### src/hw/dma_read_pkg.sv
/*
 * Shared definitions for the read DMA engine: sizes, bus identities,
 * command codes, register offsets and the register and memory bus structs
 */
package dma_read_pkg;

	// Sizes
	localparam int addr_w = 31;
	localparam int beat_w = 64;
	localparam int burst_beats = 8;
	localparam int burst_bytes = 64;
	localparam int fifo_depth = 128;
	localparam int fifo_level_w = 8;
	localparam int credit_w = 3;
	localparam int initial_credits = 2;

	// Memory bus identity
	localparam logic [3:0] fsab_did = 4'h3;
	localparam logic [3:0] fsab_subdid = 4'h1;
	localparam logic [1:0] fsab_mode_read = 2'b00;

	// Register bus identity and decode window
	localparam logic [3:0] spam_did = 4'h5;
	localparam logic [23:0] spam_addr_pfx = 24'h000100;
	localparam logic [23:0] spam_addr_mask = 24'hFFFFE0;

	typedef enum logic [1:0] {
		cmd_stop = 2'd0,
		cmd_trigger_once = 2'd1,
		cmd_autotrigger = 2'd2
	} dma_cmd_t;

	// Offsets within the 32-byte register window
	localparam logic [4:0] reg_next_start = 5'h00;
	localparam logic [4:0] reg_next_len = 5'h04;
	localparam logic [4:0] reg_command = 5'h08;
	localparam logic [4:0] reg_bytes_read = 5'h0C;
	localparam logic [4:0] reg_bytes_delivered = 5'h10;
	localparam logic [4:0] reg_curr_start = 5'h14;

	typedef struct packed {
		logic valid;
		logic r_nw;
		logic [3:0] did;
		logic [23:0] addr;
		logic [31:0] data;
	} spam_req_t;

	typedef struct packed {
		logic done;
		logic [31:0] data;
	} spam_rsp_t;

	typedef struct packed {
		logic valid;
		logic [1:0] mode;
		logic [3:0] did;
		logic [3:0] subdid;
		logic [addr_w-1:0] addr;
		logic [3:0] len;
	} fsab_req_t;

	typedef struct packed {
		logic valid;
		logic [3:0] did;
		logic [3:0] subdid;
		logic [beat_w-1:0] data;
	} fsab_rsp_t;

endpackage

### src/hw/fsab_req_issue.sv
/*
 * Memory bus request side: credit counter and burst read request formation
 */
`timescale 1ns/100ps

module fsab_req_issue (
	input logic target_clk,
	input logic target_rst_b,
	input logic issue_ok,
	input logic [dma_read_pkg::addr_w-1:0] next_fsab_addr,
	input logic fsab_credit,
	output dma_read_pkg::fsab_req_t fsab_req,
	output logic req_sent
);
	import dma_read_pkg::*;

	logic [credit_w-1:0] credits;
	logic send;

	// No credits means no request, for as long as it takes
	assign send = issue_ok && (credits != '0);
	assign req_sent = send;

	always_comb begin
		fsab_req = '0;
		if (send) begin
			fsab_req.valid = 1'b1;
			fsab_req.mode = fsab_mode_read;
			fsab_req.did = fsab_did;
			fsab_req.subdid = fsab_subdid;
			fsab_req.addr = next_fsab_addr;
			fsab_req.len = 4'(burst_beats);
		end
	end

	// Returned credit and new request may land in the same cycle
	always_ff @(posedge target_clk or negedge target_rst_b) begin
		if (!target_rst_b)
			credits <= credit_w'(initial_credits);
		else
			credits <= credits + credit_w'(fsab_credit) - credit_w'(send);
	end

endmodule

### config.mk
export PLATFORM = sky130hd
export DESIGN_NAME = fsab_req_issue
export DESIGN_NICKNAME = d
export VERILOG_FILES = /design/src/hw/dma_read_pkg.sv /design/src/hw/fsab_req_issue.sv
export SDC_FILE = /design/constraint.sdc
export NUM_CORES = 1
export LEC_CHECK = 0
export ABC_AREA = 1
export BUFFER_PORTS_ARGS = -buffer_cell sky130_fd_sc_hd__buf_4
export CAP_MARGIN = 20
export CORE_ASPECT_RATIO = 0.75
export CORE_MARGIN = 1.5
export CORE_UTILIZATION = 25
export DETAILED_ROUTE_END_ITERATION = 8
export PLACE_DENSITY_LB_ADDON = 0.05
export SYNTH_ARGS = -nofsm -noshare
export SYNTH_HDL_FRONTEND = slang
export SYNTH_SLANG_ARGS = --single-unit
### constraint.sdc
create_clock -name target_clk -period 2.8 [get_ports target_clk]
set_input_delay 0.28 -clock target_clk [delete_from_list [all_inputs] [get_ports target_clk]]
set_output_delay 0.28 -clock target_clk [all_outputs]
set_load 0.02 [all_outputs]
* Word level (Yosys, flattened, before mapping)
Cells that the tools add are included.
** Storage, ports and cells
- Register bits after elaboration :: 3
- Bits of input ports :: 35
- Output and inout bits :: 47
- Word-level logic and storage cells :: 6
** Operators by class
- Add/sub/neg operators :: 2
- Muxes and demuxes :: 1
- Reduce and logical (&&, ||, !) cells :: 2
** Operators with widths (count)
- two-way mux 46 bit :: 1
- adder 3 x 1 -> 3 bit :: 1
- nonzero test 3 bit :: 1
- subtractor 3 x 1 -> 3 bit :: 1
- logical AND 1 bit :: 1

* Logic depth before layout (Yosys ltp)
Gate-level depths: netlist of the first run.
- Word-level depth :: 3
- Mapped depth :: 13
- Gate-level depth less buffers :: 12

* Worst setup path after synthesis of the first run
Ideal clock, no wire load.
- Path type :: register -> register
- From :: register credits[1]
- To :: register credits[2]
- Setup time :: 0.117 ns
- Data arrival time :: 2.087 ns
- Data required time :: 2.683 ns
- Slack :: 0.596 ns
- Stages on the path, launching flop included :: 13
- Buffers on the path :: 1
- Clock period less this slack :: 2.204 ns
- Path through :: dfstp_2 nor2_1 nand2_2 nand2_4 buf_6 inv_1 ha_1 inv_1 ha_1 inv_1 fa_1 nand3_1 nand2_1
** Between the ends
- Longest elaborated chain between the ends :: 3
- Elaborated cells on any way between the ends :: 4
- Classes of those cells :: add/sub (2); reduce/logical (2)
** RTL lines
- start: declaration :: line fsab_req_issue.sv:17 : logic [credit_w-1:0] credits;
- start signal: assignment :: line fsab_req_issue.sv:39 : credits <= credit_w'(initial_credits);
- start signal: assignment :: line fsab_req_issue.sv:41 : credits <= credits + credit_w'(fsab_credit) - credit_w'(send);
- nonzero test 3 bit :: line fsab_req_issue.sv:21 : assign send = issue_ok && (credits != '0);
- logical AND 1 bit :: line fsab_req_issue.sv:21
- net req_sent :: line fsab_req_issue.sv:13 : output logic req_sent
- subtractor 3 x 1 -> 3 bit :: line fsab_req_issue.sv:41
The timed path passes the listed nets, and every way through them passes these cells.

* Worst setup path after layout of the first run
- From :: register credits[1]
- To :: register credits[2]
** Between the ends
- Longest elaborated chain between the ends :: 3
- Elaborated cells on any way between the ends :: 4
- Classes of those cells :: add/sub (2); reduce/logical (2)
** RTL lines (line)
- parallel branches: the longest is 2 deep, another holds adder 3 x 1 -> 3 bit
- subtractor 3 x 1 -> 3 bit * :: fsab_req_issue.sv:41
Mark *: on every way between the ends.

==> flow_summary.toml, run 1 <==
[min_path]
hold_path.class = "input port to flop"
min_from = "fsab_credit"
holdPathEnd = "credits[0]$_DFF_PN0_"
hold_depth = 2

[cts]
cts.sinks = 3
root_buffer = "clkbuf_4"
clkTransAtPathRegs_ns = 0.04
cts_buffers = 3
insertion_delay_ns = 0.23
htree_num_levels = 1
tritoncts = "done"
cts_buffer_depth = 2

[power_and_ir_drop]
p_clk_share_pct = 11.3
peakVddDrop_v = 0.000371
pwr-share-seq_pct = 14.0
intPower_uw = 330
leakagePower_uw = 0.000756
p_switching_uw = 329
combPwrFrac_pct = 74.7
power_density_nw_per_um2 = 606
total_power_uw = 659
switching_share_pct = 50.0

[timing]
post-route-period-util_pct = 80.0
setup_tns_ns = 0
setup_viol = 0
fin_crit_ns = 2.24
final_max_slew_viol_count = 0
fin_worst_skew_ns = 0.000738
hold_viol = 0
rsz0062_at_grt = "false"
fin_ws_ns = 0.560
max_freq_mhz = 446

[die]
die_h_um = 45.2
die_x_um = 59.2
initial_core_util_pct = 26.1
num_rows = 15
die_area_um2 = 2680
core_area_um2 = 2270
ios = 82

[drt]
wl_per_cell_um = 7.44
drt_wl_total_um = 1530
drc = 0
dr_total_vias = 705
ant_nets = 0
via_per_inst = 3.44
first_iter_violations = 10
firstDrtPassIters = 3

[yosys]
synth_warnings = 0
avgSynthCellArea_um2 = 5.70
yosysUniqueCellTypes = 15
syn-cell-area_um2 = 593
yosysSeqAreaShare_pct = 12.9
ys_seq_elements = 3
synthCells = 104

[layout]
largest_register_ffs = 3
fin_area_um2 = 1090
drive_above_1_share_pct = 47.4
utilization_pct = 47.9
fill_cells = 223
regMostFlops = "credits"
mostFrequentLayoutCells = "buf_4, inv_1, nor2_1"
mostFrequentLayoutCell = "buf_4"
areaGrowthSynthToFinish_pct = 83.5
largestRegisters = "credits (3)"
nets = 210
diodes = 0

[global_route]
antenna_found_initial = 0
grt_pass1_wl_um = 2040
grt_pass1_vias = 500
grt_max_degree = 33
overflow = 0
grt_usage_pct = 10.1

[critical_path]
rr_worst_depth = 11
crit_arrival_ns = 2.36
critPathRequiredTime_ns = 2.92
worst_path_dominant_cell_family = "adder cells"
r2r_setup_slack_ns = 0.56
worst_path_most_repeated_cell = "inv_1"
startpoint_type = "flop"
crit_fanout = 32
crit_chain = "nor2_1 > nand2_2 > nand2_4 > inv_1 > ha_1 > inv_1 > ha_1 > inv_1 > fa_1 > nand3_1 > nand2_1"
end_kind = "flop"
cp_slowest_cell = "dfstp_2"
criticalPathCategory = "flop to flop"
reg2reg_from = "credits[1]$_DFF_PN1_"
r2r-end = "credits[2]$_DFF_PN0_"
critPathBufInv = 3
critPathMaxStageDelay_ns = 0.56

[placed_design]
dp_slack_ns = 0.527
gp_congestion = 0.713
place_area_um2 = 1050
dpl.hpwl_um = 1270
port_buffers = 71

[flow_run]
cap_violations = 0

[status]
status = "completed"
==> timing repair <==
item / in CTS / in global routing
endpoints found under the hold margin: 3 / 0
resized for setup: 0 / 0
hold buffers: 1 / 0
setup buffers: 0 / 0
==> cell families after synthesis <==
| logic type | share of synthesized area (%) |
|---|---|
| adders and majority gates | 7.59 |
| buffers and inverters | 50.0 |
| DFF | 12.9 |
| other | 0.632 |
| and+or+nand+nor | 28.9 |
==> cell usage after synthesis <==
cell     instances  area share (%)
conb_1           1            0.63
ha_1             2             4.2
fa_1             1             3.4
nand2_1          5             3.2
nand2_2          1             1.1
inv_1           39              25
nor2_1          28              18
nor2_2           4             4.2
buf_6            2             3.8
dfrtp_1          2             8.4
dfstp_2          1             4.4
nand3_1          1            0.84
nand2_4          1             1.9
buf_8            1             2.5
buf_4           15              19
==> metrics by stage <==
step,hold WS [ns],instances
3_5_place_dp,0.0710,200
3_3_place_gp,0.0695,200
5_1_grt,0.281,205
4_1_cts,0.277,205
6_report,0.284,205
2_1_floorplan,-0.0156,113
==> worst max-delay path by stage <==
stage                                 to  cells past startpoint  slack (ns)                  from
floorplan           credits[2]$_DFF_PN0_                     12        0.60  credits[1]$_DFF_PN1_
global route        credits[2]$_DFF_PN0_                     11        0.38  credits[1]$_DFF_PN1_
CTS                 credits[2]$_DFF_PN0_                     11        0.53  credits[1]$_DFF_PN1_
finish              credits[2]$_DFF_PN0_                     11        0.56  credits[1]$_DFF_PN1_
detailed placement  credits[2]$_DFF_PN0_                     11        0.53  credits[1]$_DFF_PN1_
global placement    credits[2]$_DFF_PN0_                     11        0.59  credits[1]$_DFF_PN1_
==> final cells by class <==
type,count,area (µm²),share of cell area [%]
tap,34,42.5,3.91
inverter,39,146,13.4
timing repair buffer,72,543,49.9
multi-input combinational,53,254,23.3
sequential,3,76.3,7.01
clock buffer,4,26.3,2.41
==> power groups by stage <==
| stage | Clock [µW] | Combinational, µW | Sequential [µW] |
|---|---|---|---|
| after detailed placement | 0 | 498 | 93.2 |
| after floorplan | 0 | 361 | 89.1 |
| after CTS | 78.0 | 501 | 92.7 |
| final | 74.3 | 493 | 92.3 |
| after global placement | 0 | 495 | 91.3 |
| after global routing | 87.5 | 543 | 98.9 |
==> layer usage <==
| metal | global-route usage [%] | vias up | part of all wire, % |
|---|---|---|---|
| met5 | 0 | - | 0 |
| met4 | 5.45 | 0 | 0 |
| met3 | 2.87 | 0 | 12 |
| met2 | 17.4 | 53 | 50 |
| met1 | 11.4 | 272 | 38 |
| li1 | - | 380 | - |
No activity file was read; power rests on OpenSTA's default activity.
==> run 2, diff against run 1 <==
==> constraint.sdc (replaced) <==
create_clock -name target_clk -period 2.25 [get_ports target_clk]
set_input_delay 0.225 -clock target_clk [delete_from_list [all_inputs] [get_ports target_clk]]
set_output_delay 0.225 -clock target_clk [all_outputs]
set_load 0.02 [all_outputs]
==> flow_summary.toml, run 2 (same netlist as run 1, synthesis figures left out) <==
[status]
status = "completed"

[layout]
ff_latch_area_um2 = 76.3
regMostFlops = "credits"
multi_input_area_um2 = 254
largest_register_ffs = 3
drive_above_1_share_pct = 47.7
fill_cells = 241
largestRegisters = "credits (3)"
nets = 211
diodes = 0
final_cells = 206
areaGrowthSynthToFinish_pct = 84.8
mostFrequentLayoutCells = "buf_4, inv_1, nor2_1"
mostFrequentLayoutCell = "buf_4"

[cts]
htree_num_levels = 1
cts_buffers = 3
insertion_delay_ns = 0.22
cts_buffer_depth = 2
root_buffer = "clkbuf_4"
clkTransAtPathRegs_ns = 0.04
tritoncts = "done"
cts.sinks = 3
cts_resized = 0

[global_route]
grt_usage_pct = 10.6
antenna_found_initial = 0
grt_pass1_wl_um = 2210
overflow = 0
grt_max_degree = 32
grt_pass1_vias = 564

[die]
num_rows = 15
die_area_um2 = 2680
initial_core_util_pct = 26.1
core_area_um2 = 2270
die_x_um = 59.2
ios = 82
die_h_um = 45.2

[placed_design]
gp_congestion = 0.828
dpl.hpwl_um = 1280
port_buffers = 71
dp_cells = 201

[critical_path]
end_kind = "flop"
rr_worst_depth = 11
criticalPathCategory = "flop to flop"
r2r-end = "credits[2]$_DFF_PN0_"
worstSetupEndpoint = "credits[2]$_DFF_PN0_"
critPathLaunch = "credits[1]$_DFF_PN1_"
crit_fanout = 7
startpoint_type = "flop"
reg2reg_from = "credits[1]$_DFF_PN1_"
crit_arrival_ns = 2.10
critPathRequiredTime_ns = 2.36
r2r_setup_slack_ns = 0.26

[timing]
fin_crit_ns = 1.99
final_max_slew_viol_count = 0
setup_tns_ns = 0
max_freq_mhz = 504
hold_viol = 0
fin_worst_skew_ns = 0.00260
rsz0062_at_grt = "false"
post-route-period-util_pct = 88.3
setup_viol = 0

[flow_run]
cap_violations = 0

[min_path]
hold_path.class = "input port to flop"

[power_and_ir_drop]
peakVddDrop_v = 0.000502
power_density_nw_per_um2 = 755
leakagePower_uw = 0.000761

[drt]
drt_wl_total_um = 1510
dr_total_vias = 729
wl_per_cell_um = 7.34
via_per_inst = 3.54
ant_nets = 0
first_iter_violations = 11
firstDrtPassIters = 2
drc = 0
-- run 2: cell count changes in the layout (fill, tap and decap cells not counted), sizes merged --
cell	previous run	this run
buf	71	72
-- run 2: how the worst min path moves through the flow --
stage | startpoint | to | slack (ns) | cells past startpoint
after floorplan | target_rst_b | credits[0]$_DFF_PN0_ | -0.07 | 0
after global placement | target_rst_b | credits[2]$_DFF_PN0_ | 0.02 | 1
after detailed placement | target_rst_b | credits[2]$_DFF_PN0_ | 0.02 | 1
after CTS | fsab_credit | credits[0]$_DFF_PN0_ | 0.25 | 2
after global routing | fsab_credit | credits[0]$_DFF_PN0_ | 0.26 | 2
final | fsab_credit | credits[0]$_DFF_PN0_ | 0.25 | 2
-- run 2: what timing repair did --
action	in CTS	in global routing
hold buffers	1	0
hold endpoints to repair	3	0
buffers inserted	0	0
-- run 2: through the flow --
step / hold WS, ns / total power [µW] / utilization (%) / setup slack [ns] / cell area, µm²
2_1_floorplan: -0.0706 / 560 / - / 0.0460 / 627
3_3_place_gp: 0.0155 / 736 / 46.7 / 0.287 / 1060
3_5_place_dp: 0.0158 / 745 / 46.7 / 0.243 / 1060
4_1_cts: 0.249 / 842 / 48.3 / 0.234 / 1100
5_1_grt: 0.256 / 912 / 48.3 / 0.116 / 1100
6_report: 0.250 / 827 / 48.3 / 0.264 / 1100
-- run 2: where the power goes --
group,switching [µW],total [µW],internal [µW]
registers,20.3,113,93.1
logic,364,622,259
clock network,24.9,91.1,66.3
-- run 2: metal layers --
metal  up-vias  part of all wire [%]  track usage, %
met5         -                     0               0
met4         0                  0.79            4.09
met3         2                    14            1.72
met2        51                    50            22.0
met1       292                    35            10.3
li1        384                     -               -
-- run 2: layout make-up --
cell class              instances  share of cell area [%]
repair buffers                 73                    50.2
multi-input cells              53                    23.2
inverters                      39                    13.4
flip-flops and latches          3                    6.96
well taps                      34                    3.88
clock buffers                   4                    2.40
-- run 2: worst max-delay path, stage by stage, from the launching register on --
cell,delay [ns]
dfstp_2,0.56
nor2_1,0.06
nand2_2,0.07
nand2_4,0.04
inv_1,0.15
ha_1,0.26
inv_1,0.06
ha_1,0.12
inv_1,0.04
fa_1,0.37
nand3_1,0.09
nand2_1,0.05
==> run 3, diff against run 2 <==
--- a/config.mk
+++ b/config.mk
@@ -6,12 +6,14 @@
 export NUM_CORES = 1
 export LEC_CHECK = 0
 export ABC_AREA = 1
+export ABC_CLOCK_PERIOD_IN_PS = 2250
 export BUFFER_PORTS_ARGS = -buffer_cell sky130_fd_sc_hd__buf_4
 export CAP_MARGIN = 20
 export CORE_ASPECT_RATIO = 0.75
 export CORE_MARGIN = 1.5
 export CORE_UTILIZATION = 25
 export DETAILED_ROUTE_END_ITERATION = 8
+export MAX_ROUTING_LAYER = met4
 export PLACE_DENSITY_LB_ADDON = 0.05
 export SYNTH_ARGS = -nofsm -noshare
 export SYNTH_HDL_FRONTEND = slang
==> flow_summary.toml, run 3 (same netlist as run 1, synthesis figures left out) <==
[status]
status = "completed"

[drt]
first_iter_violations = 11
drc = 0
drt_wl_total_um = 1510
via_per_inst = 3.54
firstDrtPassIters = 2
dr_total_vias = 729
ant_nets = 0
wl_per_cell_um = 7.33

[power_and_ir_drop]
p_clk_share_pct = 11.0
power_density_nw_per_um2 = 754
combPwrFrac_pct = 75.3
p_switching_uw = 409
leakagePower_uw = 0.000761
peakVddDrop_v = 0.000502
intPower_uw = 418
total_power_uw = 827
switching_share_pct = 49.4
pwr-share-seq_pct = 13.7

[cts]
clkTransAtPathRegs_ns = 0.04
htree_num_levels = 1
cts_buffer_depth = 2
cts_setup_buffers = 0
cts.sinks = 3
root_buffer = "clkbuf_4"
cts_buffers = 3
insertion_delay_ns = 0.22
cts_hold_buf = 1
tritoncts = "done"
cts_resized = 0

[die]
core_area_um2 = 2270
die_area_um2 = 2680
initial_core_util_pct = 26.1
num_rows = 15
die_h_um = 45.2
ios = 82
die_x_um = 59.2

[placed_design]
dpl.hpwl_um = 1280
gp_congestion = 0.841
dp_cells = 201
port_buffers = 71
place_area_um2 = 1060

[layout]
fill_cells = 241
mostFrequentLayoutCells = "buf_4, inv_1, nor2_1"
final_cells = 206
largestRegisters = "credits (3)"
largest_register_ffs = 3
nets = 211
mostFrequentLayoutCell = "buf_4"
regMostFlops = "credits"
fin_area_um2 = 1100
utilization_pct = 48.3
drive_above_1_share_pct = 47.7
areaGrowthSynthToFinish_pct = 84.8
diodes = 0

[critical_path]
critPathRequiredTime_ns = 2.36
crit_arrival_ns = 2.10
end_kind = "flop"
startpoint_type = "flop"
criticalPathCategory = "flop to flop"
crit_fanout = 7

[global_route]
grt_usage_pct = 10.9
grt_max_degree = 32
overflow = 0
grt_pass1_vias = 564
antenna_found_initial = 0
grt_pass1_wl_um = 2210

[flow_run]
cap_violations = 0

[min_path]
hold_path.class = "input port to flop"

[timing]
rsz0062_at_grt = "false"
max_freq_mhz = 504
fin_worst_skew_ns = 0.00252
post-route-period-util_pct = 88.3
fin_crit_ns = 1.99
setup_tns_ns = 0
hold_viol = 0
setup_viol = 0
final_max_slew_viol_count = 0
## run 3: power groups by stage
| stage | logic [µW] | clock network [µW] | registers, µW |
|---|---|---|---|
| floorplan | 449 | 0 | 111 |
| global placement | 622 | 0 | 114 |
| detailed placement | 629 | 0 | 116 |
| CTS | 633 | 94.5 | 115 |
| global route | 694 | 98.8 | 119 |
| finish | 622 | 91.1 | 113 |
## run 3: metal layers
metal	vias up	routed length [µm]	GRT usage, %
li1	384	-	-
met1	292	563	11.0
met2	51	757	22.0
met3	2	178	0.573
met4	0	12	4.09
met5	-	0	-
## run 3: cell type report
| class | count | area [µm²] | area share (%) |
|---|---|---|---|
| clock buffer | 4 | 26.3 | 2.40 |
| inverter | 39 | 146 | 13.4 |
| multi-input combinational | 53 | 254 | 23.2 |
| sequential | 3 | 76.3 | 6.96 |
| tap | 34 | 42.5 | 3.88 |
| timing repair buffer | 73 | 551 | 50.2 |
## run 3: path summary, 6_finish.rpt
kind                                 startpoint              endpoint  slack (ns)  cells after the start
min reg2reg                credits[2]$_DFF_PN0_  credits[2]$_DFF_PN0_        0.58                      3
max in group asynchronous          target_rst_b  credits[1]$_DFF_PN1_        1.73                      2
max reg2reg                credits[1]$_DFF_PN1_  credits[2]$_DFF_PN0_        0.26                     11
min                                 fsab_credit  credits[0]$_DFF_PN0_        0.25                      2
min in group asynchronous          target_rst_b  credits[2]$_DFF_PN0_        0.34                      2
max                        credits[1]$_DFF_PN1_  credits[2]$_DFF_PN0_        0.26                     11
## run 3: metrics by stage
| stage | hold WS, ns | setup WS [ns] |
|---|---|---|
| 3_3_place_gp | 0.0155 | 0.287 |
| 4_1_cts | 0.249 | 0.234 |
| 2_1_floorplan | -0.0706 | 0.0460 |
| 3_5_place_dp | 0.0158 | 0.243 |
| 6_report | 0.250 | 0.264 |
| 5_1_grt | 0.256 | 0.116 |
## run 3: worst max-delay path, cell delays in order (launching register included)
cell     delay, ns
dfstp_2       0.56
nor2_1        0.06
nand2_2       0.07
nand2_4       0.04
inv_1         0.15
ha_1          0.26
inv_1         0.06
ha_1          0.12
inv_1         0.04
fa_1          0.37
nand3_1       0.09
nand2_1       0.05
